==> src/verilog/fractal_consts.svh <==
`ifndef FRACTAL_CONSTS_SVH
`define FRACTAL_CONSTS_SVH

// Image size in pixels
`define FRACTAL_IMG_W 16
`define FRACTAL_IMG_H 12

// Pixel coordinate widths
`define FRACTAL_X_BITS 4
`define FRACTAL_Y_BITS 4

// Worker pool
`define FRACTAL_WORKERS 16
`define FRACTAL_WID_BITS 4

// Signed Q4.12 fixed point
`define FRACTAL_FIX_W 16
`define FRACTAL_FRAC_BITS 12

// Iteration limit and counter width
`define FRACTAL_MAX_ITER 31
`define FRACTAL_ITER_BITS 5

// Plane origin (-2.0, -1.125) and 0.1875 per pixel, all Q4.12
`define FRACTAL_RE_ORIGIN 16'hE000
`define FRACTAL_IM_ORIGIN 16'hEE00
`define FRACTAL_STEP 16'h0300

`endif

==> src/verilog/fractal_pkg.sv <==
`default_nettype none

`include "fractal_consts.svh"

package fractal_pkg;

	// Pixel coordinates
	typedef logic [`FRACTAL_X_BITS-1:0] x_t;
	typedef logic [`FRACTAL_Y_BITS-1:0] y_t;

	// Worker index and one bit per worker
	typedef logic [`FRACTAL_WID_BITS-1:0] worker_id_t;
	typedef logic [`FRACTAL_WORKERS-1:0] worker_mask_t;

	// Q4.12 value
	typedef logic signed [`FRACTAL_FIX_W-1:0] fix_t;

	typedef logic [`FRACTAL_ITER_BITS-1:0] iter_t;

	// Frame-level dispatch FSM
	typedef enum logic [2:0] {
		idle,
		find,
		dispatch,
		jw_start,
		finished
	} dispatch_state_t;

endpackage

`default_nettype wire

==> src/verilog/result_collector.sv <==
`default_nettype none

`include "fractal_consts.svh"

module result_collector (
	input wire clk,
	input wire n_reset,
	input wire fractal_pkg::worker_mask_t ready,
	input wire fractal_pkg::x_t res_x [`FRACTAL_WORKERS],
	input wire fractal_pkg::y_t res_y [`FRACTAL_WORKERS],
	input wire fractal_pkg::iter_t res_iter [`FRACTAL_WORKERS],
	output fractal_pkg::worker_mask_t ack,
	output logic pixel_valid,
	output fractal_pkg::x_t pixel_x,
	output fractal_pkg::y_t pixel_y,
	output fractal_pkg::iter_t pixel_iter
);

	fractal_pkg::worker_id_t ptr;
	fractal_pkg::worker_id_t idx;
	fractal_pkg::worker_id_t grant_id;
	logic found;

	// Round robin search that starts at ptr and wraps
	always_comb begin
		found = 1'b0;
		grant_id = '0;
		idx = '0;
		for (int k = 0; k < `FRACTAL_WORKERS; k++) begin
			idx = fractal_pkg::worker_id_t'(ptr + k);
			if (!found && ready[idx]) begin
				found = 1'b1;
				grant_id = idx;
			end
		end
	end

	// The granted worker is released on this same edge
	assign ack = found ? (fractal_pkg::worker_mask_t'(1) << grant_id) : '0;

	always_ff @(posedge clk) begin
		if (n_reset) begin
			pixel_valid <= 1'b0;
			ptr <= '0;
		end else begin
			pixel_valid <= found;
			if (found) begin
				ptr <= grant_id + fractal_pkg::worker_id_t'(1);
			end
		end
	end

	always_ff @(posedge clk) begin
		if (found) begin
			pixel_x <= res_x[grant_id];
			pixel_y <= res_y[grant_id];
			pixel_iter <= res_iter[grant_id];
		end
	end

	// Only a worker holding a result is released
	a_ack_onehot: assert property (
		@(posedge clk) disable iff (n_reset)
		$onehot0(ack) && ((ack & ~ready) == '0)
	);

endmodule

`default_nettype wire
==> config.mk <==
export PLATFORM = sky130hd
export DESIGN_NAME = result_collector
export DESIGN_NICKNAME = d
export VERILOG_FILES = /design/src/verilog/fractal_pkg.sv /design/src/verilog/result_collector.sv
export VERILOG_INCLUDE_DIRS = /design/src /design/src/verilog
export SDC_FILE = /design/constraint.sdc
export NUM_CORES = 1
export LEC_CHECK = 0
export ABC_AREA = 0
export BUFFER_PORTS_ARGS = -buffer_cell sky130_fd_sc_hd__buf_4
export CAP_MARGIN = 0
export CORE_UTILIZATION = 48
export CTS_CLUSTER_DIAMETER = 30
export DETAILED_ROUTE_END_ITERATION = 10
export PLACE_DENSITY = 0.9
export REMOVE_ABC_BUFFERS = 1
export SYNTH_ARGS = -nofsm -noshare
export SYNTH_HDL_FRONTEND = slang
export SYNTH_SLANG_ARGS = --single-unit
==> constraint.sdc <==
create_clock -name clk -period 7.9 [get_ports clk]
set_input_delay 0.395 -clock clk [delete_from_list [all_inputs] [get_ports clk]]
set_output_delay 0.395 -clock clk [all_outputs]
set_load 0.02 [all_outputs]
==> results.md <==
- GR Util met3: under 10%
- Slew Limit Fails: 0
- GR Util All Layers: about two fifths
- Drt drc: 0
- Most frequent cells in the layout: 262 x buf_4, 97 x mux2i_1, 73 x mux2_2
- Asr flop ratio synth: 0%
- Period utilization: between 80% and 90%
- FP Rows: 36
- WS Path Type: flop to primary output
- Most frequent CP cell: a21oi_1
- Vias in the first global route: about 5900
- Drt total wl: approximately 22000 um
- Number of enable flip-flop cells after synthesis: 13
- F_max: 0.143 GHz
- Die W: between 100 and 150 um
- Hold Crit Class: input port to flop
- GRT busiest layer: met2
- Pre-antenna DRT Iters: 6
- Slowest stage delay, CP: approximately 900 ps
- Fin nets: between 1000 and 1500
- CP max stage cell: dfxtp_1
- IO Count: 256
- Status: finished, final reports clean
- Hold Buf Count CTS: 0
- TNS Setup: 0 ps
- Largest net degree at the start of global routing: 54
- Clock sink count: 18
- First-pass GRT wire length: around 33000 um
- Die area: 0.0109 sq mm
- Gr ovfl total: 0
- Layout Utilization: 70.1%
- Clk_lat worst skew: ~260 ps
- Vias/cell: around 6.5
- Met1 usage: a little under half
- Relative slew slack: around a quarter
- Worst Path Max Fanout: 19
- Max Cap Viol: 0
- Gate Count Post-Synth: between 500 and 600
- Synth Register Bits: 18
- Clock skew: between 10 and 15 ps
- Post-CTS Setup Repair Bufs: 0
- Grt met2 use: between 60% and 70%
- CTS buffer count: 3
- Clk slew on worst S/H paths: approximately 70 ps
- Core area: ~0.010 sq mm
- Startpoint types: flop
- Sequential area share after synthesis: around 9.8%
- Final critical-path required period: ~7000 ps
- Die H: 104 um
- Setup violators final: 0
- Yosys cell types: just under 80
- Post-CTS sizing: 0
- Area post-placement: a little under 0.007 sq mm
- DRT antenna net count: 0
- CTS tree: yes
- Mean routed wirelength per cell: 23.9 um
- Cell area after synthesis: 0.00502 sq mm
- Final Hold Fails: 0
- Yosys Warn Count: 0
- Critical-path cell list: clkinv_1, ha_1, a21oi_1, xnor2_1, mux4_2, or4_4, nor3_4, nand2_2, o32a_1, a21oi_1, and3_1, inv_2, nor2_1, buf_4
- Slew at the pin closest to its max-slew limit: approximately 1100 ps
- Clk buf depth: 2
- Predominant post-synthesis flop cell: edfxtp_1
- Share of post-route cells with drive strength above 1: between 50% and 60%
- Clock root buffer: clkbuf_8
- Antenna diodes: 0
- Initial Utilization: 50.4%
- Routability Congestion: between 0.9 and 1
- DR iter-0 viols: 698
- Initial antenna violation count: 0
- Max H-tree Level: 1
- CP arrival: between 6000 and 7000 ps
- Area grow syn2layout: 38.9%
- Detail Placement HPWL: ~17000 um
- RSZ-0062 raised after global routing: false
- Worst EP required: about 7500 ps
- Final Cell Area: 0.00698 sq mm
- Vias: between 5000 and 6000
- Most common cell after layout, fill and taps aside: buf_4
- Syn Area/Cell: approximately 9.2 sq um
- Port Buf Inserts: ~260
- Worst setup EP type: primary output
## worst max-delay path, delay by kind of cell, from the launching register on
family	cells	cell delay [ps]
xor+xnor	1	400
buf+inv	3	1070
simple gates	5	1760
compound gates	3	1080
fa+ha+maj	1	410
mux	1	710
flops	1	910
## per-stage QoR
| step | hold slack (ps) | instances | setup slack [ps] |
|---|---|---|---|
| finish | 332 | 903 | 897 |
| global route | 335 | 903 | 495 |
| CTS | 339 | 903 | 1060 |
| detailed placement | 602 | 899 | 1340 |
| global placement | 598 | 899 | 1560 |
| floorplan | 464 | 504 | -0.370 |
## cell usage after synthesis, drive strengths merged, types with 13 or more instances
| cell type | instances | area, sq um |
|---|---|---|
| a21oi | 13 | 65.1 |
| a22oi | 28 | 210 |
| buf | 28 | 185 |
| clkbuf | 13 | 48.8 |
| edfxtp | 13 | 390 |
| mux2 | 73 | 822 |
| mux2i | 98 | 993 |
| mux4 | 27 | 608 |
| nand2 | 39 | 151 |
| nand4 | 15 | 93.8 |
| nor2 | 36 | 135 |
| o211ai | 15 | 113 |
| or3 | 15 | 93.8 |
## routing by layer
metal | vias to the layer above | routed length [um]
met5 | - | 0
met4 | 0 | 1190
met3 | 77 | 2000
met2 | 392 | 10700
met1 | 2805 | 7700
li1 | 2633 | -
## path summary, 6_finish.rpt
| kind | startpoint | to | slack [ps] | cells after the start |
|---|---|---|---|---|
| setup / recovery | ptr[2] | ack[4] | 900 | 14 |
| hold / removal | n_reset | ptr[2] | 330 | 2 |
| hold reg to reg | ptr[2] | ptr[2] | 850 | 2 |
| setup reg to reg | ptr[2] | pixel_x[2] | 1350 | 13 |
## logic make-up (layout without fill, tap and decap cells)
| family | count (synthesis) | in the layout | share of synthesized area (%) |
|---|---|---|---|
| AO/OA/AOI/OAI | 109 | 109 | 16.3 |
| XOR/XNOR | 8 | 8 | 1.55 |
| adder cells (fa/ha/maj) | 8 | 8 | 1.99 |
| buffers and inverters | 51 | 276 | 5.41 |
| flip-flops | 18 | 18 | 9.77 |
| multiplexers | 198 | 198 | 48.3 |
| AND/OR/NAND/NOR | 153 | 153 | 16.7 |
## layout make-up
cell class / count / area (sq um)
fill: 754 / 2980
clock buffer: 3 / 41.3
sequential: 18 / 490
tap: 133 / 166
clock inverter: 1 / 3.75
timing repair buffer: 262 / 1970
inverter: 10 / 37.5
multi-input combinational: 476 / 4270
## registers in the layout (all words and copies together) (netlist names)
signal       count
pixel_iter       5
ptr              4
pixel_y          4
pixel_x          4
pixel_valid      1
Power is left out: the tool's default activity adds up to more than one toggle a clock period on the data nets, which glitch-free logic cannot reach.
