**src/verilog/fractal_consts.svh**
```systemverilog
`ifndef FRACTAL_CONSTS_SVH
`define FRACTAL_CONSTS_SVH

// Image size in pixels
`define FRACTAL_IMG_W 16
`define FRACTAL_IMG_H 12

// Pixel coordinate widths
`define FRACTAL_X_BITS 4
`define FRACTAL_Y_BITS 4

// Worker pool
`define FRACTAL_WORKERS 16
`define FRACTAL_WID_BITS 4

// Signed Q4.12 fixed point
`define FRACTAL_FIX_W 16
`define FRACTAL_FRAC_BITS 12

// Iteration limit and counter width
`define FRACTAL_MAX_ITER 31
`define FRACTAL_ITER_BITS 5

// Plane origin (-2.0, -1.125) and 0.1875 per pixel, all Q4.12
`define FRACTAL_RE_ORIGIN 16'hE000
`define FRACTAL_IM_ORIGIN 16'hEE00
`define FRACTAL_STEP 16'h0300

`endif

```
**src/verilog/fractal_pkg.sv**
```systemverilog
`default_nettype none

`include "fractal_consts.svh"

package fractal_pkg;

	// Pixel coordinates
	typedef logic [`FRACTAL_X_BITS-1:0] x_t;
	typedef logic [`FRACTAL_Y_BITS-1:0] y_t;

	// Worker index and one bit per worker
	typedef logic [`FRACTAL_WID_BITS-1:0] worker_id_t;
	typedef logic [`FRACTAL_WORKERS-1:0] worker_mask_t;

	// Q4.12 value
	typedef logic signed [`FRACTAL_FIX_W-1:0] fix_t;

	typedef logic [`FRACTAL_ITER_BITS-1:0] iter_t;

	// Frame-level dispatch FSM
	typedef enum logic [2:0] {
		idle,
		find,
		dispatch,
		jw_start,
		finished
	} dispatch_state_t;

endpackage

`default_nettype wire

```
**src/verilog/pixel_job_if.sv**
```systemverilog
`default_nettype none

interface pixel_job_if;

	// Job strobe and target worker
	logic start;
	fractal_pkg::worker_id_t select_worker;

	// Coordinate of the pixel being handed out
	fractal_pkg::x_t x;
	fractal_pkg::y_t y;

	modport dispatch (
		output start,
		output select_worker
	);

	// Counter sees the strobe so it can step to the next pixel
	modport source (
		input start,
		output x,
		output y
	);

	modport worker (
		input start,
		input select_worker,
		input x,
		input y
	);

endinterface

`default_nettype wire

```
**src/verilog/escape_worker.sv**
```systemverilog
`default_nettype none

`include "fractal_consts.svh"

module escape_worker (
	input wire clk,
	input wire n_reset,
	input wire fractal_pkg::worker_id_t id,
	pixel_job_if.worker job,
	input wire ack,
	output logic done,
	output logic ready,
	output fractal_pkg::x_t res_x,
	output fractal_pkg::y_t res_y,
	output fractal_pkg::iter_t res_iter
);

	typedef enum logic [1:0] {
		w_idle,
		w_load,
		w_run,
		w_hold
	} worker_state_t;

	localparam int fix_max = (2 ** (`FRACTAL_FIX_W - 1)) - 1;
	localparam int fix_min = -(2 ** (`FRACTAL_FIX_W - 1));
	// |z|^2 limit of 4.0 in a value one bit wider than Q4.12
	localparam logic signed [`FRACTAL_FIX_W:0] escape_lim =
		(`FRACTAL_FIX_W + 1)'(4 << `FRACTAL_FRAC_BITS);

	worker_state_t state;
	logic picked;
	logic finish;
	logic escaped;
	fractal_pkg::fix_t c_re;
	fractal_pkg::fix_t c_im;
	fractal_pkg::fix_t z_re;
	fractal_pkg::fix_t z_im;
	fractal_pkg::fix_t zr2;
	fractal_pkg::fix_t zi2;
	fractal_pkg::fix_t zri;
	logic signed [`FRACTAL_FIX_W:0] mag;

	// Q4.12 multiply saturated to the 16-bit range
	function automatic fractal_pkg::fix_t fix_mul(
		input fractal_pkg::fix_t a,
		input fractal_pkg::fix_t b
	);
		logic signed [2*`FRACTAL_FIX_W-1:0] prod;
		prod = a * b;
		prod = prod >>> `FRACTAL_FRAC_BITS;
		if (prod > fix_max) begin
			return fractal_pkg::fix_t'(fix_max);
		end else if (prod < fix_min) begin
			return fractal_pkg::fix_t'(fix_min);
		end
		return prod[`FRACTAL_FIX_W-1:0];
	endfunction

	assign picked = job.start && (job.select_worker == id);

	assign zr2 = fix_mul(z_re, z_re);
	assign zi2 = fix_mul(z_im, z_im);
	assign zri = fix_mul(z_re, z_im);
	assign mag = {zr2[`FRACTAL_FIX_W-1], zr2} + {zi2[`FRACTAL_FIX_W-1], zi2};
	// Escape is judged on the current z before any update
	assign escaped = (mag > escape_lim);
	assign finish = escaped || (res_iter == fractal_pkg::iter_t'(`FRACTAL_MAX_ITER));

	always_ff @(posedge clk) begin
		if (n_reset) begin
			state <= w_idle;
		end else begin
			case (state)
				w_idle: begin
					if (picked) begin
						state <= w_load;
					end
				end
				w_load: begin
					state <= w_run;
				end
				w_run: begin
					if (finish) begin
						state <= w_hold;
					end
				end
				w_hold: begin
					if (ack) begin
						state <= w_idle;
					end
				end
				default: begin
					state <= w_idle;
				end
			endcase
		end
	end

	// Datapath steered by the FSM
	always_ff @(posedge clk) begin
		if (state == w_idle && picked) begin
			res_x <= job.x;
			res_y <= job.y;
		end
		if (state == w_load) begin
			// c = origin + coordinate * step
			c_re <= fractal_pkg::fix_t'(`FRACTAL_RE_ORIGIN)
				+ fractal_pkg::fix_t'(res_x) * fractal_pkg::fix_t'(`FRACTAL_STEP);
			c_im <= fractal_pkg::fix_t'(`FRACTAL_IM_ORIGIN)
				+ fractal_pkg::fix_t'(res_y) * fractal_pkg::fix_t'(`FRACTAL_STEP);
			z_re <= '0;
			z_im <= '0;
			res_iter <= '0;
		end
		if (state == w_run && !finish) begin
			z_re <= zr2 - zi2 + c_re;
			z_im <= zri + zri + c_im;
			res_iter <= res_iter + fractal_pkg::iter_t'(1);
		end
	end

	assign done = (state == w_idle);
	assign ready = (state == w_hold);

	// Count stops at the limit instead of wrapping
	a_iter_limit: assert property (
		@(posedge clk) disable iff (n_reset)
		(state == w_run && res_iter == fractal_pkg::iter_t'(`FRACTAL_MAX_ITER))
			|=> (ready && res_iter == fractal_pkg::iter_t'(`FRACTAL_MAX_ITER))
	);

endmodule

`default_nettype wire

```
**src/flat_wrapper.sv**
```systemverilog
// flat-port wrapper written by rule: the top's interface ports become plain ports
module escape_worker_flat 
  (clk, n_reset, id, ack, done, ready, res_x, res_y, res_iter, job_start, job_select_worker, job_x, job_y);
  pixel_job_if job_i ();
  input wire clk;
  input wire n_reset;
  input wire fractal_pkg::worker_id_t id;
  input wire ack;
  output logic done;
  output logic ready;
  output fractal_pkg::x_t res_x;
  output fractal_pkg::y_t res_y;
  output fractal_pkg::iter_t res_iter;
  input wire logic [$bits(job_i.start)-1:0] job_start;
  input wire logic [$bits(job_i.select_worker)-1:0] job_select_worker;
  input wire logic [$bits(job_i.x)-1:0] job_x;
  input wire logic [$bits(job_i.y)-1:0] job_y;
  assign job_i.start = job_start;
  assign job_i.select_worker = job_select_worker;
  assign job_i.x = job_x;
  assign job_i.y = job_y;
  escape_worker u_core (.clk(clk), .n_reset(n_reset), .id(id), .job(job_i), .ack(ack), .done(done), .ready(ready), .res_x(res_x), .res_y(res_y), .res_iter(res_iter));
endmodule
```
**config.mk**
```make
export PLATFORM = sky130hd
export DESIGN_NAME = escape_worker_flat
export DESIGN_NICKNAME = d
export VERILOG_FILES = /design/src/verilog/fractal_pkg.sv /design/src/verilog/pixel_job_if.sv /design/src/verilog/escape_worker.sv /design/src/flat_wrapper.sv
export VERILOG_INCLUDE_DIRS = /design/src /design/src/verilog
export SDC_FILE = /design/constraint.sdc
export NUM_CORES = 2
export LEC_CHECK = 0
export ABC_AREA = 0
export BUFFER_PORTS_ARGS = -buffer_cell sky130_fd_sc_hd__buf_4
export CAP_MARGIN = 20
export CORE_MARGIN = 10
export CORE_UTILIZATION = 60
export DETAILED_ROUTE_END_ITERATION = 12
export HOLD_SLACK_MARGIN = 0.05
export PLACE_DENSITY_LB_ADDON = 0.1
export SETUP_SLACK_MARGIN = 0.05
export SLEW_MARGIN = 0
export SYNTH_ARGS = -nofsm -noshare
export SYNTH_HDL_FRONTEND = slang
export SYNTH_SLANG_ARGS = --single-unit
```
**constraint.sdc**
```tcl
create_clock -name clk -period 13.7 [get_ports clk]
set_input_delay 2.74 -clock clk [delete_from_list [all_inputs] [get_ports clk]]
set_output_delay 2.74 -clock clk [all_outputs]
set_load 0.02 [all_outputs]
```
==> results.toml <==
[outcome]
status = "completed"

[detailed_routing]
via_count = 21800
drt_iter0_drc = 1355
first_pass_iters = 7
drc = 0
antenna_left = 0
routedWlPerCell_um = 18.3
routed_wl_um = 72200
vias_per_cell = 5.52

[worst_setup_path]
crit_end = "u_core.z_im[13]"
path_class = "reg -> reg"
reg2reg_slack_ns = 1.32
critPathLaunchType = "flop"
cp_slowest_cell = "fa_1"
r2r_cells = 39
cp.required_ns = 13.70
worstPathArrival_ns = 12.38
r2r_start = "u_core.z_re[3]"
crit_top_cell = "fa_1"
r2r-end = "u_core.z_im[13]"
crit_cells = 39
path_max_fanout = 24
worst_setup_path_end_kind = "flop"
crit_buf_inv = 8
cp_top_family = "adder cells"
critPathMaxStageDelay_ns = 0.85
crit_start = "u_core.z_re[3]"

[clock_network]
numClockSinks = 60
cts-root-buf = "clkbuf_16"
clock_path_buffers = 2
cts.clk_slew.worst_paths_ns = 0.06
numCtsBuffers = 9
clk_latency_ns = 0.36
cts_setup_buffers = 0
cts_max_level = 3
cts_resized = 0
ctsHoldBuffers = 0
tritoncts = "yes"

[final_layout]
stdcell_count = 3949
layout.nets = 4296
drive_above_1_share = 0.0396
diodes = 0
areaGrowthSynthToFinish_pct = 4.24

[synth]
synthXorXnorAreaFrac = 0.0393
synth_compound_area_frac = 0.0679
synth_ff_type = "edfxtp_1"
synth_area_mm2 = 0.0300
async_reset_ff_frac = 0
synth_adder_area_share = 0.584
synth_warnings = 0
postSynthCellCount = 3303
synth.mux.area_fraction = 0.00138
synth_edf_count = 58
synth_simple_gate_area_frac = 0.123
synth.avg_cell_area_um2 = 9.09
synth.yosys.seq_area_share = 0.0594
synth_cell_type_count = 80
ys_ff_latch = 60
syn_nets = 4319
synth_top_family_by_area = "adder cells"

[sta]
post-route-min-period_ns = 12.38
max_slew_margin = 0.276
fin_ws_ns = 1.32
fmax_mhz = 80.8
worst_hold_slack_ns = 0.538
final-hold-violation-count = 0
period_share = 0.903
worst_slew_pin_slew_ns = 1.09
setup_tns_ns = 0
slew_violations = 0
rsz0062_at_grt = "false"
finClkSkew_ns = 0.00898
setup_violations = 0

[placement]
dp_hpwl_um = 60300
gp_congestion = 0.899
dp.cells = 3932
io_buffers = 34
dp_slack_ns = 1.47

[floorplan]
ios = 35
die_area_mm2 = 0.0594
rows = 81
die_w_um = 244
dieHeight_um = 244
core_region_area_mm2 = 0.0492
initial_core_util = 0.611

[global_routing]
gr-total-overflow = 0
grt_pass1_wl_um = 120000
grt_max_degree = 35
grt_use_total = 0.252
grt_pass1_vias = 23500
antenna_found_initial = 0

[worst_hold_path]
hold_class = "reg -> reg"

[flow_run]
drv_cap = 0
-- registers in the layout, summed over array words and instances, names as in the netlist --
name and flops:
u_core.res_y 4, u_core.z_re 16, u_core.c_im 8, u_core.res_iter 5, u_core.res_x 4, u_core.c_re 6, u_core.state 2, u_core.z_im 15
-- cell usage after synthesis (all sizes together), types with 4 or more instances --
master	count	share of area
a21boi	5	0.0014
clkbuf	96	0.012
ha	325	0.14
xor2	27	0.0079
o21ai	40	0.0068
nor2b	19	0.0040
or2	6	0.0013
a211oi	10	0.0025
edfxtp	58	0.058
xnor2	105	0.031
o21bai	15	0.0038
and2	115	0.024
nand2b	28	0.0058
a21o	40	0.010
a21oi	105	0.018
nand4	16	0.0033
fa	671	0.45
buf	15	0.0023
a221oi	4	0.0016
or3	7	0.0015
clkinv	6	0.00075
inv	885	0.11
nor4	4	0.00083
nand2	340	0.043
o31ai	6	0.0017
o211ai	7	0.0018
a31oi	10	0.0025
nor3b	4	0.0010
nor2	193	0.024
nand3	20	0.0033
and3	12	0.0025
a31o	9	0.0026
nor3	24	0.0043
o21a	19	0.0048
-- per-stage QoR --
stage | area (µm²) | utilization
after floorplan | 30000 | -
after global placement | 31000 | 0.631
after detailed placement | 31000 | 0.631
after CTS | 31300 | 0.636
after global routing | 31300 | 0.637
final | 31300 | 0.637
-- cell families after synthesis --
| group | after synthesis |
|---|---|
| xor+xnor | 133 |
| simple gates | 802 |
| fa+ha+maj | 998 |
| flops | 60 |
| mux | 4 |
| buf+inv | 1002 |
| compound gates | 304 |
-- worst min path at each step --
stage | end | slack (ns) | cells past startpoint | startpoint
2_1_floorplan | u_core.state[0] | 0.52 | 2 | u_core.state[0]
3_3_place_gp | u_core.c_re[8] | 0.51 | 0 | u_core.res_x[0]
3_5_place_dp | u_core.c_re[8] | 0.52 | 0 | u_core.res_x[0]
4_1_cts | u_core.c_re[8] | 0.54 | 0 | u_core.res_x[0]
5_1_grt | u_core.c_re[8] | 0.56 | 0 | u_core.res_x[0]
6_report | u_core.c_im[8] | 0.54 | 0 | u_core.res_y[0]
-- area by class of cell --
cell class,instances,area (µm²)
flip-flops and latches,60,1780
well taps,664,831
multi-input cells,2241,24500
fillers,4169,17900
repair buffers,77,578
clock inverters,7,52.6
inverters,891,3340
clock buffers,9,225
-- cell usage in the layout (no fill, tap or decap), types with 5 or more instances in the layout --
| cell | count |
|---|---|
| nand4_1 | 16 |
| clkinv_1 | 6 |
| nor2b_1 | 19 |
| ha_1 | 325 |
| nor2_1 | 193 |
| and3_1 | 12 |
| or3_1 | 7 |
| a211oi_1 | 10 |
| a21oi_1 | 105 |
| buf_4 | 77 |
| xnor2_1 | 105 |
| or2_2 | 6 |
| nand3_1 | 20 |
| o21ai_0 | 37 |
| a31oi_1 | 8 |
| nand2_1 | 340 |
| fa_1 | 671 |
| and2_1 | 115 |
| clkbuf_16 | 9 |
| a21o_1 | 40 |
| o211ai_1 | 7 |
| a31o_2 | 9 |
| nor3_1 | 22 |
| o31ai_1 | 5 |
| inv_1 | 884 |
| xor2_1 | 27 |
| nand2b_1 | 27 |
| edfxtp_1 | 58 |
| o21a_1 | 19 |
| o21bai_1 | 15 |
-- layer usage --
| metal | part of all wire | global-route usage | vias up |
|---|---|---|---|
| met5 | 0 | 0 | - |
| met1 | 0.40 | 0.331 | 11100 |
| met2 | 0.50 | 0.429 | 776 |
| li1 | - | - | 9824 |
| met4 | 0.023 | 0.0641 | 0 |
| met3 | 0.075 | 0.0396 | 115 |
Power is left out: the tool's default activity adds up to more than one toggle a clock period on the data nets, which glitch-free logic cannot reach.
