===== src/verilog/fractal_consts.svh =====
`ifndef FRACTAL_CONSTS_SVH
`define FRACTAL_CONSTS_SVH

// Image size in pixels
`define FRACTAL_IMG_W 16
`define FRACTAL_IMG_H 12

// Pixel coordinate widths
`define FRACTAL_X_BITS 4
`define FRACTAL_Y_BITS 4

// Worker pool
`define FRACTAL_WORKERS 16
`define FRACTAL_WID_BITS 4

// Signed Q4.12 fixed point
`define FRACTAL_FIX_W 16
`define FRACTAL_FRAC_BITS 12

// Iteration limit and counter width
`define FRACTAL_MAX_ITER 31
`define FRACTAL_ITER_BITS 5

// Plane origin (-2.0, -1.125) and 0.1875 per pixel, all Q4.12
`define FRACTAL_RE_ORIGIN 16'hE000
`define FRACTAL_IM_ORIGIN 16'hEE00
`define FRACTAL_STEP 16'h0300

`endif


===== src/verilog/fractal_pkg.sv =====
`default_nettype none

`include "fractal_consts.svh"

package fractal_pkg;

	// Pixel coordinates
	typedef logic [`FRACTAL_X_BITS-1:0] x_t;
	typedef logic [`FRACTAL_Y_BITS-1:0] y_t;

	// Worker index and one bit per worker
	typedef logic [`FRACTAL_WID_BITS-1:0] worker_id_t;
	typedef logic [`FRACTAL_WORKERS-1:0] worker_mask_t;

	// Q4.12 value
	typedef logic signed [`FRACTAL_FIX_W-1:0] fix_t;

	typedef logic [`FRACTAL_ITER_BITS-1:0] iter_t;

	// Frame-level dispatch FSM
	typedef enum logic [2:0] {
		idle,
		find,
		dispatch,
		jw_start,
		finished
	} dispatch_state_t;

endpackage

`default_nettype wire


===== src/verilog/pixel_job_if.sv =====
`default_nettype none

interface pixel_job_if;

	// Job strobe and target worker
	logic start;
	fractal_pkg::worker_id_t select_worker;

	// Coordinate of the pixel being handed out
	fractal_pkg::x_t x;
	fractal_pkg::y_t y;

	modport dispatch (
		output start,
		output select_worker
	);

	// Counter sees the strobe so it can step to the next pixel
	modport source (
		input start,
		output x,
		output y
	);

	modport worker (
		input start,
		input select_worker,
		input x,
		input y
	);

endinterface

`default_nettype wire


===== src/verilog/pixel_counter.sv =====
`default_nettype none

`include "fractal_consts.svh"

module pixel_counter (
	input wire clk,
	input wire n_reset,
	input wire go,
	pixel_job_if.source job,
	output logic last_issued
);

	logic row_end;
	logic col_end;

	assign row_end = (job.x == fractal_pkg::x_t'(`FRACTAL_IMG_W - 1));
	assign col_end = (job.y == fractal_pkg::y_t'(`FRACTAL_IMG_H - 1));

	// Raster walk, one step per issued job
	always_ff @(posedge clk) begin
		if (n_reset) begin
			job.x <= '0;
			job.y <= '0;
			last_issued <= 1'b0;
		end else if (go) begin
			job.x <= '0;
			job.y <= '0;
			last_issued <= 1'b0;
		end else if (job.start) begin
			if (row_end) begin
				job.x <= '0;
				if (col_end) begin
					// Final pixel gone, hold until the next frame
					last_issued <= 1'b1;
				end else begin
					job.y <= job.y + fractal_pkg::y_t'(1);
				end
			end else begin
				job.x <= job.x + fractal_pkg::x_t'(1);
			end
		end
	end

	// Dispatcher must stop handing out jobs once the frame is exhausted
	a_no_start_after_last: assert property (
		@(posedge clk) disable iff (n_reset)
		job.start |-> !last_issued
	);

endmodule

`default_nettype wire


===== src/flat_wrapper.sv =====
// flat-port wrapper written by rule: the top's interface ports become plain ports
module pixel_counter_flat 
  (clk, n_reset, go, last_issued, job_start, job_x, job_y);
  pixel_job_if job_i ();
  input wire clk;
  input wire n_reset;
  input wire go;
  output logic last_issued;
  input wire logic [$bits(job_i.start)-1:0] job_start;
  output wire logic [$bits(job_i.x)-1:0] job_x;
  output wire logic [$bits(job_i.y)-1:0] job_y;
  assign job_i.start = job_start;
  assign job_x = job_i.x;
  assign job_y = job_i.y;
  pixel_counter u_core (.clk(clk), .n_reset(n_reset), .go(go), .job(job_i), .last_issued(last_issued));
endmodule

===== config.mk =====
export PLATFORM = sky130hd
export DESIGN_NAME = pixel_counter_flat
export DESIGN_NICKNAME = d
export VERILOG_FILES = /design/src/verilog/fractal_pkg.sv /design/src/verilog/pixel_job_if.sv /design/src/verilog/pixel_counter.sv /design/src/flat_wrapper.sv
export VERILOG_INCLUDE_DIRS = /design/src /design/src/verilog
export SDC_FILE = /design/constraint.sdc
export NUM_CORES = 1
export LEC_CHECK = 0
export ABC_AREA = 1
export BUFFER_PORTS_ARGS = -buffer_cell sky130_fd_sc_hd__buf_4
export CELL_PAD_IN_SITES_DETAIL_PLACEMENT = 1
export CELL_PAD_IN_SITES_GLOBAL_PLACEMENT = 1
export CORE_MARGIN = 5
export CORE_UTILIZATION = 29
export DETAILED_ROUTE_END_ITERATION = 10
export PLACE_DENSITY_LB_ADDON = 0.12
export SYNTH_ARGS = -nofsm -noshare
export SYNTH_HDL_FRONTEND = slang
export SYNTH_SLANG_ARGS = --single-unit

===== constraint.sdc =====
create_clock -name clk -period 0.96 [get_ports clk]
set_input_delay 0.096 -clock clk [delete_from_list [all_inputs] [get_ports clk]]
set_output_delay 0.096 -clock clk [all_outputs]
set_load 0.02 [all_outputs]

==> reports/qor.yml, run 1 <==
status: "finished with violations"
failed_checks: "setup timing"
rsz0062_at_grt: "true"
clock_sinks: 9
total_power_uw: 733
clkPwrFrac: 0.412
start_util: 0.300
die_h_um: 49.2
ant_nets: 0
power.density_nw_per_um2: 929
dieArea_um2: 2430
grt_pass1_wl_mm: 2.20
die_w_um: 49.2
ys.warnings.count: 0
max_freq_mhz: 937
period_needed_ps: 1070
hold_class: "in -> reg"
max-clock-path-buffers: 2
fin_crit_sh: 1.11
finalMaxSlewViolations: 0
grt_overflow: 0
grt_pass1_vias: 534
initialDrtViolationCount: 2
num_vias: 510
criticalPathCategory: "reg -> reg"
synth-seq-cells: 9
syn_to_final_growth_pct: 76.5
p_leak_uw: 0.000322
cp-end-kind: "register"
nNetsFinal: 97
ioPinCount: 13
antenna_found_initial: 0
routedWlPerCell_um: 13.3
rows: 14
ys_types: 15
clock_skew_ps: 6.21
synth_cells: 61
cp.required_ps: 1120
drcViolationCount: 0
hold_viol_final: 0
slew-limit-headroom: 0.847
totalWireLength_mm: 1.41
layout_common_cells: "buf_4, buf_6, nand2_1"
power_frac_seq: 0.505
insertion_delay_ps: 260
syn_area_um2: 447
grt_usage: 0.124
maxCapViolations: 0
gp_congestion: 0.680
layout-drive-gt1-share: 0.522
clk_root_buffer_cell: "clkbuf_4"
p_switching_uw: 174
cts_max_level: 1
dr.pass1.iters: 2
cts_buffers: 3
tightestPinTransition_ps: 229
fp.coreArea_um2: 1490
cts_tree: "yes"
ys_seq_area_frac: 0.403
synth_fp_nets: 67
setup_tns_ps: -697
vdd_drop_max_mv: 0.577
swShare: 0.237
n_antenna_cell: 0
clkTransAtPathRegs_ps: 70
p_int_uw: 559
port_buffers: 12
via_per_inst: 4.81
hpwl_um: 976
grt_max_degree: 8
final_common_cell: "buf_4"
finalWorstSetupSlack_ps: -107
start_kind: "register"
syn_area_per_cell_um2: 7.32
fill_cells: 196
combPwrFrac: 0.083
setup_viol: 10
crit_arrival_ps: 1230
crit_fanout: 7
[routing by layer]
| layer | vias to the layer above | GRT usage | wire length (um) |
|---|---|---|---|
| met2 | 15 | 0.215 | 761 |
| met5 | - | 0 | 0 |
| met1 | 230 | 0.110 | 532 |
| li1 | 257 | - | - |
| met4 | 0 | 0.112 | 58 |
| met3 | 8 | 0.0428 | 62 |
[kinds of logic after synthesis]
logic type | Yosys count | share of synthesized area
and+or+nand+nor | 34 | 0.381
DFF | 9 | 0.403
AOI/OAI and AO/OA | 8 | 0.0924
buffers and inverters | 8 | 0.0672
adders and majority gates | 2 | 0.0560
[metrics by stage]
stage                     utilization  cells  cell area (um^2)  hold WS [ps]  worst slack [ps]
final                           0.529    106               788          89.2              -107
after CTS                       0.497    103               739           112              -124
after detailed placement        0.447     98               666           391              -147
after global placement          0.447     98               666           367              -124
after floorplan                     -     61               488           233              -102
after global routing            0.529    106               788          82.3              -200
[power groups by stage]
stage,sequential (uW),clock [uW],combinational (uW)
2_1_floorplan,388,0,15.8
3_3_place_gp,383,0,49.2
3_5_place_dp,384,0,50.5
4_1_cts,373,312,53.7
5_1_grt,370,351,65.9
6_report,370,302,61.0
[final timing paths]
| check | start | endpoint | slack (ps) | cells after the start |
|---|---|---|---|---|
| worst max-delay path | u_core.job.x[0] | u_core.job.y[3] | -110 | 6 |
| worst min-delay path | n_reset | u_core.job.x[2] | 90 | 4 |
| worst max register to register | u_core.job.x[0] | u_core.job.y[3] | -110 | 6 |
| worst min register to register | u_core.last_issued | u_core.last_issued | 470 | 2 |
[final cells by class]
cell class | count | area, um^2 | share of cell area
multi-input combinational | 44 | 280 | 0.356
timing repair buffer | 25 | 233 | 0.295
tap | 16 | 20.0 | 0.0254
clock buffer | 4 | 26.3 | 0.0333
sequential | 9 | 199 | 0.252
inverter | 8 | 30.0 | 0.0381
[what timing repair did]
item,4_1_cts,5_1_grt
pin swaps,2,2
endpoints found under the setup margin,13,15
hold buffers,0,0
buffers inserted,1,3
resized for setup,13,9
[cells in the mapped netlist (all sizes together)]
cell type / n / area [um^2]
nor3: 1 / 5.00
nand3: 7 / 52.6
o21ai: 1 / 5.00
dfxtp: 9 / 180
nor2: 12 / 52.6
a21oi: 6 / 30.0
ha: 2 / 25.0
nand2: 13 / 53.8
a31oi: 1 / 6.26
inv: 8 / 30.0
nand4: 1 / 6.26
[flip-flops by register name, indices dropped and copies added, names as in the netlist]
name and cells:
u_core.job.x 4, u_core.job.y 4, u_core.last_issued 1
[critical path, stage by stage (launching register included)]
cell	delay, ps
dfxtp_4	360
ha_4	150
nand2_4	60
nor2_4	160
nand3_2	90
nor2_1	100
nor2_1	60
No activity file was read; power rests on OpenSTA's default activity.
==> inputs of run 2 (changes only) <==
--- a/config.mk
+++ b/config.mk
@@ -12,6 +12,7 @@
 export CELL_PAD_IN_SITES_GLOBAL_PLACEMENT = 1
 export CORE_MARGIN = 5
 export CORE_UTILIZATION = 29
+export CTS_BUF_LIST = sky130_fd_sc_hd__clkbuf_16
 export DETAILED_ROUTE_END_ITERATION = 10
 export PLACE_DENSITY_LB_ADDON = 0.12
 export SYNTH_ARGS = -nofsm -noshare
==> run 2 against run 1 <==
Effect of this change: the run still ends with setup timing left; register-to-register slack about the same; critical path depth rose by 1; combinational power down 14%.
==> reports/qor.yml, run 2 (synthesis gave the netlist of run 1 again) <==
status: "finished with violations"  # unchanged
failed_checks: "setup timing"  # unchanged
whs_ps: 152  # was 89.2 ps
clock_sinks: 9  # unchanged
whs_path_depth: 3  # was 4
cp.required_ps: 1130  # was 1120 ps
maxCapViolations: 0  # unchanged
min_from: "job_start"  # was n_reset
power.density_nw_per_um2: 1480  # was 929 nW/um^2
crit_chain: "ha_4 > nand2_4 > nor2_4 > inv_2 > nor2_2 > nor2_1 > nor2_1"  # was ha_4 > nand2_4 > nor2_4 > nand3_2 > nor2_1 > nor2_1
crit_slowest_cell: "dfxtp_4"  # unchanged
num_vias: 490  # was 510
r2r-start: "u_core.job.x[0]"  # unchanged
layout_common_cells: "buf_4, nand2_1, nor2_1"  # was buf_4, buf_6, nand2_1
initialDrtViolationCount: 2  # unchanged
tightestPinTransition_ps: 183  # was 229 ps
drcViolationCount: 0  # unchanged
clkTransAtPathRegs_ps: 40  # was 70 ps
rsz0062_at_grt: "true"  # unchanged
fin_crit_sh: 1.12  # was 1.11
n_antenna_cell: 0  # unchanged
ant_nets: 0  # unchanged
criticalPathCategory: "reg -> reg"  # unchanged
slew-limit-headroom: 0.878  # was 0.847
final_common_cell: "buf_4"  # unchanged
cts_tree: "yes"  # unchanged
crit_fanout: 7  # unchanged
cts_max_level: 1  # unchanged
finalWorstSetupSlack_ps: -120  # was -107 ps
clk_root_buffer_cell: "clkbuf_16"  # was clkbuf_4
hpwl_um: 976  # unchanged
antenna_found_initial: 0  # unchanged
layout-drive-gt1-share: 0.453  # was 0.522
die_w_um: 49.2  # unchanged
finalMaxSlewViolations: 0  # unchanged
rows: 14  # unchanged
vdd_drop_max_mv: 1.31  # was 0.577 mV
hold_class: "in -> reg"  # unchanged
timing.rr.end: "u_core.last_issued"  # was u_core.job.y[3]
setup_viol: 7  # was 10
die_h_um: 49.2  # unchanged
pre_cts_ws_ps: -147  # unchanged
period_needed_ps: 1080  # was 1070 ps
syn_to_final_growth_pct: 73.1  # was 76.5%
cp-end-kind: "register"  # unchanged
grt_overflow: 0  # unchanged
via_per_inst: 4.80  # was 4.81
totalWireLength_mm: 1.28  # was 1.41 mm
grt_usage: 0.108  # was 0.124
holdBufCountCts: 0  # unchanged
fp.coreArea_um2: 1490  # unchanged
start_kind: "register"  # unchanged
crit_arrival_ps: 1250  # was 1230 ps
rrSetupSlack_ps: -120  # was -110 ps
routedWlPerCell_um: 12.5  # was 13.3 um
hold_end: "u_core.job.x[1]"  # was u_core.job.x[2]
post_cts_buffers: 0  # was 1
cts_buffers: 3  # unchanged
nNetsFinal: 93  # was 97
p_leak_uw: 0.000320  # was 0.000322 uW
top_regs: "u_core.job.x (4), u_core.job.y (4), u_core.last_issued (1)"  # unchanged
dieArea_um2: 2430  # unchanged
grt_max_degree: 8  # unchanged
grt_pass1_wl_mm: 2.00  # was 2.20 mm
gp_congestion: 0.680  # unchanged
crit_top_cell: "nor2_1"  # unchanged
ioPinCount: 13  # unchanged
max-clock-path-buffers: 2  # unchanged
clock_skew_ps: 3.37  # was 6.21 ps
placed_area_um2: 666  # unchanged
port_buffers: 12  # unchanged
worst-r2r-cell-count: 7  # was 6
start_util: 0.300  # unchanged
finalInstanceArea_um2: 773  # was 788 um^2
insertion_delay_ps: 230  # was 260 ps
grt_pass1_vias: 511  # was 534
max_freq_mhz: 926  # was 937 MHz
hold_viol_final: 0  # unchanged
crit_path_max_incr_delay_ps: 350  # was 360 ps
dr.pass1.iters: 2  # unchanged
run 2: cell count changes in the layout (fill, tap and decap cells not counted), sizes merged:
| cell | before | now |
|---|---|---|
| inv | 8 | 9 |
| clkbuf | 4 | 3 |
| buf | 25 | 21 |
run 2: worst max path at each step:
stage                          startpoint                 end  slack (ps)
after detailed placement  u_core.job.x[0]  u_core.last_issued        -150
after global placement    u_core.job.x[0]  u_core.last_issued        -120
after global routing      u_core.job.x[0]  u_core.last_issued        -210
final                     u_core.job.x[0]  u_core.last_issued        -120
after floorplan           u_core.job.x[0]     u_core.job.y[3]        -100
after CTS                 u_core.job.x[0]  u_core.last_issued        -120
run 2: metrics by stage:
step	cells	power (uW)	util	TNS [ps]
after global placement	98	433	0.447	-454
after global routing	102	1210	0.519	-1040
after floorplan	61	404	-	-519
final	102	1140	0.519	-555
after CTS	102	1170	0.508	-595
after detailed placement	98	434	0.447	-642
run 2: final cells by class:
| class | instances | area, um^2 |
|---|---|---|
| Clock inverter | 1 | 3.75 |
| Inverter | 8 | 30.0 |
| Fill cell | 182 | 716 |
| Sequential cell | 9 | 195 |
| Clock buffer | 3 | 75.1 |
| Tap cell | 16 | 20.0 |
| Multi-Input combinational cell | 44 | 269 |
| Timing Repair Buffer | 21 | 180 |
run 2: timing repair:
item	in CTS	in global routing
pin swaps	2	0
resized for setup	5	5
setup endpoints to repair	9	13
run 2: per-layer routing:
| layer | wire length, um | up-vias | GRT usage |
|---|---|---|---|
| met5 | 0 | - | 0 |
| met2 | 686 | 9 | 0.195 |
| met4 | 4 | 0 | 0.0538 |
| li1 | - | 248 | - |
| met1 | 533 | 231 | 0.101 |
| met3 | 52 | 2 | 0.0459 |
run 2: report_power, final:
| group | switching, uW | internal, uW |
|---|---|---|
| sequential | 2.93 | 372 |
| clock | 173 | 543 |
| combinational | 25.7 | 26.7 |
run 2: critical path: cells and delay by family, from the launching register on:
family / cells / cell delay (ps)
AND/OR/NAND/NOR: 5 / 450
buffers and inverters: 1 / 70
adder cells (fa/ha/maj): 1 / 140
flip-flops: 1 / 350
