### src/verilog/fractal_consts.svh
`ifndef FRACTAL_CONSTS_SVH
`define FRACTAL_CONSTS_SVH

// Image size in pixels
`define FRACTAL_IMG_W 16
`define FRACTAL_IMG_H 12

// Pixel coordinate widths
`define FRACTAL_X_BITS 4
`define FRACTAL_Y_BITS 4

// Worker pool
`define FRACTAL_WORKERS 16
`define FRACTAL_WID_BITS 4

// Signed Q4.12 fixed point
`define FRACTAL_FIX_W 16
`define FRACTAL_FRAC_BITS 12

// Iteration limit and counter width
`define FRACTAL_MAX_ITER 31
`define FRACTAL_ITER_BITS 5

// Plane origin (-2.0, -1.125) and 0.1875 per pixel, all Q4.12
`define FRACTAL_RE_ORIGIN 16'hE000
`define FRACTAL_IM_ORIGIN 16'hEE00
`define FRACTAL_STEP 16'h0300

`endif

### src/verilog/fractal_pkg.sv
`default_nettype none

`include "fractal_consts.svh"

package fractal_pkg;

	// Pixel coordinates
	typedef logic [`FRACTAL_X_BITS-1:0] x_t;
	typedef logic [`FRACTAL_Y_BITS-1:0] y_t;

	// Worker index and one bit per worker
	typedef logic [`FRACTAL_WID_BITS-1:0] worker_id_t;
	typedef logic [`FRACTAL_WORKERS-1:0] worker_mask_t;

	// Q4.12 value
	typedef logic signed [`FRACTAL_FIX_W-1:0] fix_t;

	typedef logic [`FRACTAL_ITER_BITS-1:0] iter_t;

	// Frame-level dispatch FSM
	typedef enum logic [2:0] {
		idle,
		find,
		dispatch,
		jw_start,
		finished
	} dispatch_state_t;

endpackage

`default_nettype wire

### src/verilog/pixel_job_if.sv
`default_nettype none

interface pixel_job_if;

	// Job strobe and target worker
	logic start;
	fractal_pkg::worker_id_t select_worker;

	// Coordinate of the pixel being handed out
	fractal_pkg::x_t x;
	fractal_pkg::y_t y;

	modport dispatch (
		output start,
		output select_worker
	);

	// Counter sees the strobe so it can step to the next pixel
	modport source (
		input start,
		output x,
		output y
	);

	modport worker (
		input start,
		input select_worker,
		input x,
		input y
	);

endinterface

`default_nettype wire

### src/verilog/dispatcher.sv
`default_nettype none

`include "fractal_consts.svh"

module dispatcher (
	input wire clk,
	input wire n_reset,
	input wire go,
	input wire last_issued,
	input wire fractal_pkg::worker_mask_t done,
	pixel_job_if.dispatch job,
	output logic busy,
	output logic frame_done
);

	fractal_pkg::dispatch_state_t state;
	fractal_pkg::dispatch_state_t nxt_state;
	fractal_pkg::worker_id_t lowest_idle;
	fractal_pkg::worker_id_t select_q;
	logic frame_done_q;

	// Priority encoder, lowest index wins
	always_comb begin
		lowest_idle = '0;
		for (int i = `FRACTAL_WORKERS - 1; i >= 0; i--) begin
			if (done[i]) begin
				lowest_idle = fractal_pkg::worker_id_t'(i);
			end
		end
	end

	always_comb begin
		nxt_state = state;
		case (state)
			fractal_pkg::idle: begin
				if (go) begin
					nxt_state = fractal_pkg::find;
				end
			end
			fractal_pkg::find: begin
				if (last_issued) begin
					nxt_state = fractal_pkg::finished;
				end else if (|done) begin
					nxt_state = fractal_pkg::dispatch;
				end
			end
			fractal_pkg::dispatch: begin
				nxt_state = fractal_pkg::jw_start;
			end
			fractal_pkg::jw_start: begin
				nxt_state = fractal_pkg::find;
			end
			fractal_pkg::finished: begin
				// Drain until every worker is back to idle
				if (&done) begin
					nxt_state = fractal_pkg::idle;
				end
			end
			default: begin
				nxt_state = fractal_pkg::idle;
			end
		endcase
	end

	always_ff @(posedge clk) begin
		if (n_reset) begin
			state <= fractal_pkg::idle;
			select_q <= '0;
			frame_done_q <= 1'b0;
		end else begin
			state <= nxt_state;
			frame_done_q <= (state == fractal_pkg::finished) && (&done);
			if (state == fractal_pkg::dispatch) begin
				select_q <= lowest_idle;
			end
		end
	end

	assign job.start = (state == fractal_pkg::jw_start);
	assign job.select_worker = select_q;
	assign busy = (state != fractal_pkg::idle);
	assign frame_done = frame_done_q;

	// A job only ever goes to a worker that reports idle
	a_start_to_idle: assert property (
		@(posedge clk) disable iff (n_reset)
		job.start |-> done[job.select_worker]
	);

	a_frame_done_pulse: assert property (
		@(posedge clk) disable iff (n_reset)
		frame_done |=> !frame_done
	);

endmodule

`default_nettype wire

### src/flat_wrapper.sv
// flat-port wrapper written by rule: the top's interface ports become plain ports
module dispatcher_flat 
  (clk, n_reset, go, last_issued, done, busy, frame_done, job_start, job_select_worker);
  pixel_job_if job_i ();
  input wire clk;
  input wire n_reset;
  input wire go;
  input wire last_issued;
  input wire fractal_pkg::worker_mask_t done;
  output logic busy;
  output logic frame_done;
  output wire logic [$bits(job_i.start)-1:0] job_start;
  output wire logic [$bits(job_i.select_worker)-1:0] job_select_worker;
  assign job_start = job_i.start;
  assign job_select_worker = job_i.select_worker;
  dispatcher u_core (.clk(clk), .n_reset(n_reset), .go(go), .last_issued(last_issued), .done(done), .job(job_i), .busy(busy), .frame_done(frame_done));
endmodule
### config.mk
export PLATFORM = sky130hd
export DESIGN_NAME = dispatcher_flat
export DESIGN_NICKNAME = d
export VERILOG_FILES = /design/src/verilog/fractal_pkg.sv /design/src/verilog/pixel_job_if.sv /design/src/verilog/dispatcher.sv /design/src/flat_wrapper.sv
export VERILOG_INCLUDE_DIRS = /design/src /design/src/verilog
export SDC_FILE = /design/constraint.sdc
export NUM_CORES = 1
export LEC_CHECK = 0
export ABC_AREA = 1
export BUFFER_PORTS_ARGS = -buffer_cell sky130_fd_sc_hd__buf_2
export CAP_MARGIN = 20
export CORE_MARGIN = 2
export CORE_UTILIZATION = 40
export CTS_CLUSTER_SIZE = 16
export DETAILED_ROUTE_END_ITERATION = 16
export GPL_ROUTABILITY_DRIVEN = 0
export PLACE_DENSITY = 0.75
export SYNTH_ARGS = -nofsm -noshare
export SYNTH_HDL_FRONTEND = slang
export SYNTH_SLANG_ARGS = --single-unit
### constraint.sdc
create_clock -name clk -period 1.36 [get_ports clk]
set_input_delay 0.068 -clock clk [delete_from_list [all_inputs] [get_ports clk]]
set_output_delay 0.068 -clock clk [all_outputs]
set_load 0.1 [all_outputs]
==> impl_metrics.json, run 1 <==
{
  "outcome": "finished, final reports clean",
  "yosysTopAreaCell": "dfxtp_1",
  "use_met2": 0.319,
  "place_area_um2": 798,
  "area_growth_syn_to_layout_pct": 45.9,
  "clkTransAtPathRegs_ns": 0.05,
  "die_y_um": 42.1,
  "p_comb_frac": 0.599,
  "final_common_cell": "buf_2",
  "internal_power_mw": 0.661,
  "ys.warnings.count": 0,
  "grt_pass1_vias": 682,
  "yosysUniqueCellTypes": 19,
  "r2r_cells": 6,
  "drv_cap": 0,
  "clkPwrFrac": 0.134,
  "utilization": 0.635,
  "synthesis.nets": 117,
  "htreeDepth": 1,
  "drive_above_1_share": 0.352,
  "cts_sinks": 8,
  "crit_end": "job_start",
  "die_x_um": 42.1,
  "critPathCaptureType": "output port",
  "cts_hold_buffers": 0,
  "fmax_mhz": 781,
  "power_frac_seq": 0.267,
  "dieArea_mm2": 0.00177,
  "yosysSeqAreaShare": 0.276,
  "rr_startpoint": "u_core.state[1]",
  "pin_count": 27,
  "cts_tree": "yes",
  "synth-seq-cells": 8,
  "num_antenna_cells": 0,
  "drc_errors": 0,
  "post_drt_wl_per_cell_um": 10.3,
  "first_pass_iters": 4,
  "min-delay-path-class": "in2reg",
  "gr-usage-met1": 0.225,
  "antenna_found_initial": 0,
  "cts_setup_buffers": 0,
  "slew_headroom": 0.678,
  "layout_common_cells": "buf_2, nand2_1, inv_1",
  "period_minus_slack_ns": 1.28,
  "cp_max_fo": 4,
  "gr-total-overflow": 0,
  "cp.required_ns": 1.29,
  "cts.path.max_buffers": 2,
  "synthCells": 97,
  "hpwl_um": 1240,
  "cp-start-kind": "flip-flop",
  "met3_usage": 0.0129,
  "drtIter0Drc": 4,
  "cp.arrival_ns": 1.21,
  "swShare": 0.508,
  "rows": 13,
  "port_buffers": 26,
  "yosysTopAreaCellShare": 0.276,
  "ant_nets": 0,
  "worst_r2r_endpoint": "u_core.state[0]",
  "root_buffer": "clkbuf_4",
  "core-area_mm2": 0.00133,
  "avgSynthCellArea_um2": 5.99,
  "leakage_nw": 0.423,
  "worst_slew_pin_slew_ns": 0.487,
  "cts-buffers-inserted": 3,
  "cp-startpoint": "u_core.state[1]",
  "crit_type": "reg2out",
  "p_sw_mw": 0.683,
  "fin_area_um2": 847,
  "r2r_slack_ns": 0.08,
  "fin_hold_ws_ns": 0.0649,
  "grt_pass1_wl_um": 2590,
  "finClkSkew_ns": 0.00524,
  "finalCritPeriodShare": 0.941,
  "report.final.slew_viol_count": 0,
  "vias": 715,
  "totalWireLength_um": 1480,
  "track_usage": 0.186,
  "start_util": 0.435,
  "total_power_mw": 1.34,
  "finalHoldViolations": 0,
  "via_per_inst": 5.00,
  "synthTopCellsByArea": "dfxtp_1, inv_1, nand2_1",
  "pwr_density_cell_mw_per_mm2": 1590,
  "clock_latency_ns": 0.26,
  "finalSetupViolations": 0,
  "grt_max_degree": 9,
  "busiest_layer": "met2",
  "peakVddDrop_uv": 820,
  "syn_area_um2": 581,
  "finalNetCount": 150
}
-- power by group through the flow --
stage	Sequential, mW	Combinational, mW	Clock, mW
finish	0.359	0.805	0.181
global route	0.365	0.858	0.200
CTS	0.342	0.757	0.191
detailed placement	0.343	0.755	0
global placement	0.336	0.742	0
floorplan	0.424	0.430	0
-- metal layers --
layer / vias up / wire length [um]
met5: - / 0
met4: 0 / 29
met3: 2 / 71
met2: 19 / 714
met1: 315 / 660
li1: 379 / -
-- repair_timing --
item	in CTS	in global routing
setup endpoints to repair	2	2
hold endpoints to repair	0	0
pin swaps	0	0
gates resized for setup	1	6
-- critical path, cell delays in order (launching register included) --
cell     delay (ns)
dfxtp_1        0.43
inv_2          0.11
nor3_4         0.21
buf_12         0.20
-- through the flow --
step | setup slack (ns) | instances | setup TNS, ns
floorplan | 0.0285 | 97 | 0
global placement | 0.117 | 140 | 0
detailed placement | -0.0377 | 140 | -0.0377
CTS | 0.00227 | 143 | 0
global route | -0.0281 | 143 | -0.0327
finish | 0.0798 | 143 | 0
-- layout make-up --
| class | count | area (um^2) |
|---|---|---|
| clock buffer | 3 | 22.5 |
| sequential | 8 | 165 |
| inverter | 22 | 82.6 |
| fill | 131 | 487 |
| multi-input combinational | 67 | 383 |
| timing repair buffer | 28 | 175 |
| tap | 15 | 18.8 |
-- cell families (layout without fill, tap and decap cells) --
family	count (synthesis)	count (layout)	synth area share
AOI/OAI and AO/OA	15	15	0.155
buffers and inverters	22	53	0.142
DFF	8	8	0.276
and+or+nand+nor	52	52	0.427
-- synth_stat cells --
cell type / n
nor4_1: 3
nand4_1: 4
nor4_2: 1
or2_1: 1
o21ai_2: 1
nand3_1: 5
inv_1: 21
o21bai_1: 1
o311ai_0: 1
nor3_2: 2
nor2_2: 1
a21oi_1: 4
nand2_1: 21
o21ai_0: 6
a211oi_1: 2
nor2_1: 12
nor3_1: 2
inv_2: 1
dfxtp_1: 8
-- worst min-delay path by stage --
stage / cells after the start / start / slack [ns] / endpoint
2_1_floorplan: 1 / n_reset / 0.14 / u_core.job.select_worker[0]
3_3_place_gp: 2 / n_reset / 0.33 / u_core.state[1]
3_5_place_dp: 2 / n_reset / 0.33 / u_core.job.select_worker[0]
4_1_cts: 2 / n_reset / 0.05 / u_core.job.select_worker[0]
5_1_grt: 2 / n_reset / 0.08 / u_core.state[1]
6_report: 2 / n_reset / 0.06 / u_core.job.select_worker[0]
-- sequential cells by signal (all words and copies together), names as in the netlist --
name / count
u_core.job.select_worker: 4
u_core.state: 3
u_core.frame_done: 1
(Power assumes the default switching activity.)
==> run 2, diff against run 1 <==
PLACE_DENSITY = 0.74   (was 0.75)
RECOVER_POWER = 100   (was unset)
==> run 2 against run 1 <==
Worst hold slack got worse by 0.020 ns. Critical path depth increased by 1. Critical path type unchanged. Largest power group unchanged. Clock skew is 0.0043 ns higher.
==> impl_metrics.json, run 2 (same netlist as run 1, synthesis figures left out) <==
{
  "outcome": "finished, final reports clean",
  "crit_end": "job_start",
  "cp-startpoint": "u_core.state[0]",
  "track_usage": 0.193,
  "period_minus_slack_ns": 1.28,
  "start_util": 0.435,
  "die_y_um": 42.1,
  "pwr_density_cell_mw_per_mm2": 1560,
  "htreeDepth": 1,
  "finalNetCount": 150,
  "rsz0062_at_grt": "yes",
  "via_per_inst": 4.97,
  "critPathCaptureType": "output port",
  "cp.required_ns": 1.29,
  "rr_startpoint": "u_core.state[0]",
  "area_growth_syn_to_layout_pct": 43.5,
  "ant_nets": 0,
  "finClkSkew_ns": 0.00957,
  "cts_setup_buffers": 0,
  "cts-buffers-inserted": 3,
  "report.final.slew_viol_count": 0,
  "grt_pass1_vias": 696,
  "cts_tree": "yes",
  "finalSetupViolations": 0,
  "layout_common_cells": "buf_2, nand2_1, inv_1",
  "drv_cap": 0,
  "cts.path.max_buffers": 2,
  "total_power_mw": 1.30,
  "placed_cells": 140,
  "largest_reg_flops": 4,
  "pin_count": 27,
  "core-area_mm2": 0.00133,
  "cts_sinks": 8,
  "final_common_cell": "buf_2",
  "num_antenna_cells": 0,
  "cp_max_fo": 5,
  "first_pass_iters": 2,
  "drive_above_1_share": 0.344,
  "port_buffers": 26,
  "gr-total-overflow": 0,
  "antenna_found_initial": 0,
  "crit_type": "reg2out",
  "slew_headroom": 0.678,
  "dieArea_mm2": 0.00177,
  "totalWireLength_um": 1460,
  "r2r_cells": 6,
  "peakVddDrop_uv": 779,
  "drc_errors": 0,
  "cts_hold_buffers": 0,
  "root_buffer": "clkbuf_4",
  "leakage_nw": 0.421,
  "finalHoldViolations": 0,
  "finalNonFillerCells": 143,
  "r2r_slack_ns": 0.11,
  "clkTransAtPathRegs_ns": 0.06,
  "cp-start-kind": "flip-flop",
  "cp.arrival_ns": 1.21,
  "vias": 710,
  "fmax_mhz": 781,
  "hpwl_um": 1250,
  "die_x_um": 42.1,
  "clock_latency_ns": 0.26,
  "min-delay-path-class": "in2reg",
  "worst_slew_pin_slew_ns": 0.486,
  "drtIter0Drc": 9,
  "post_drt_wl_per_cell_um": 10.2,
  "rows": 13,
  "finalCritPeriodShare": 0.941,
  "worst_r2r_endpoint": "u_core.state[2]",
  "grt_max_degree": 9,
  "grt_pass1_wl_um": 2660
}
## run 2: cell types whose count changed in the layout (fill, tap and decap cells not counted)
cell and delta:
nor2_4 -1, a211oi_2 -1, nor2_1 +1, dfxtp_4 -1, a211oi_1 +1, dfxtp_1 -1
dfxtp_2 +2
## run 2: metrics by stage
stage	hold slack (ns)	setup TNS (ns)	instance area [um^2]	utilization	setup WS [ns]
after floorplan	0.137	0	604	-	0.0285
after global placement	0.329	0	798	0.598	0.0755
after detailed placement	0.328	0	798	0.598	0.0297
after CTS	0.0556	0	822	0.616	0.0450
after global routing	0.0678	-0.00939	833	0.625	-0.00778
final	0.0446	0	833	0.625	0.0800
## run 2: routing by layer
layer,vias to the layer above,wire [um],global-route usage
met1,313,640,0.221
met3,5,66,0.0388
li1,378,-,-
met4,0,31,0.0813
met5,-,0,0
met2,14,723,0.344
## run 2: worst min path at each step
stage	start	endpoint	cells past startpoint
6_report	n_reset	u_core.state[1]	2
3_5_place_dp	n_reset	u_core.job.select_worker[0]	2
3_3_place_gp	n_reset	u_core.job.select_worker[0]	2
4_1_cts	n_reset	u_core.state[1]	2
5_1_grt	n_reset	u_core.state[1]	2
2_1_floorplan	n_reset	u_core.job.select_worker[0]	1
## run 2: timing repair
action / in CTS / in global routing
gates cloned: 0 / 0
gates resized for setup: 1 / 3
pin swaps: 0 / 1
setup endpoints to repair: 1 / 2
## run 2: layout make-up
cell class | count | area (um^2)
clock buffers | 3 | 22.5
well taps | 15 | 18.8
inverters | 22 | 82.6
flip-flops and latches | 8 | 164
fillers | 135 | 500
repair buffers | 28 | 175
multi-input cells | 67 | 370
## run 2: critical path, cell delays in order, from the launching register on
cell and delay [ns]:
dfxtp_2 0.38, inv_2 0.06, buf_4 0.15, nor3_4 0.15
buf_12 0.20
## run 2: report_power, final
| group | total, mW | internal, mW | switching [mW] | leakage [nW] |
|---|---|---|---|---|
| Sequential | 0.350 | 0.287 | 0.0639 | 0.0662 |
| Clock | 0.187 | 0.101 | 0.0853 | 0.0138 |
| Combinational | 0.763 | 0.254 | 0.510 | 0.341 |
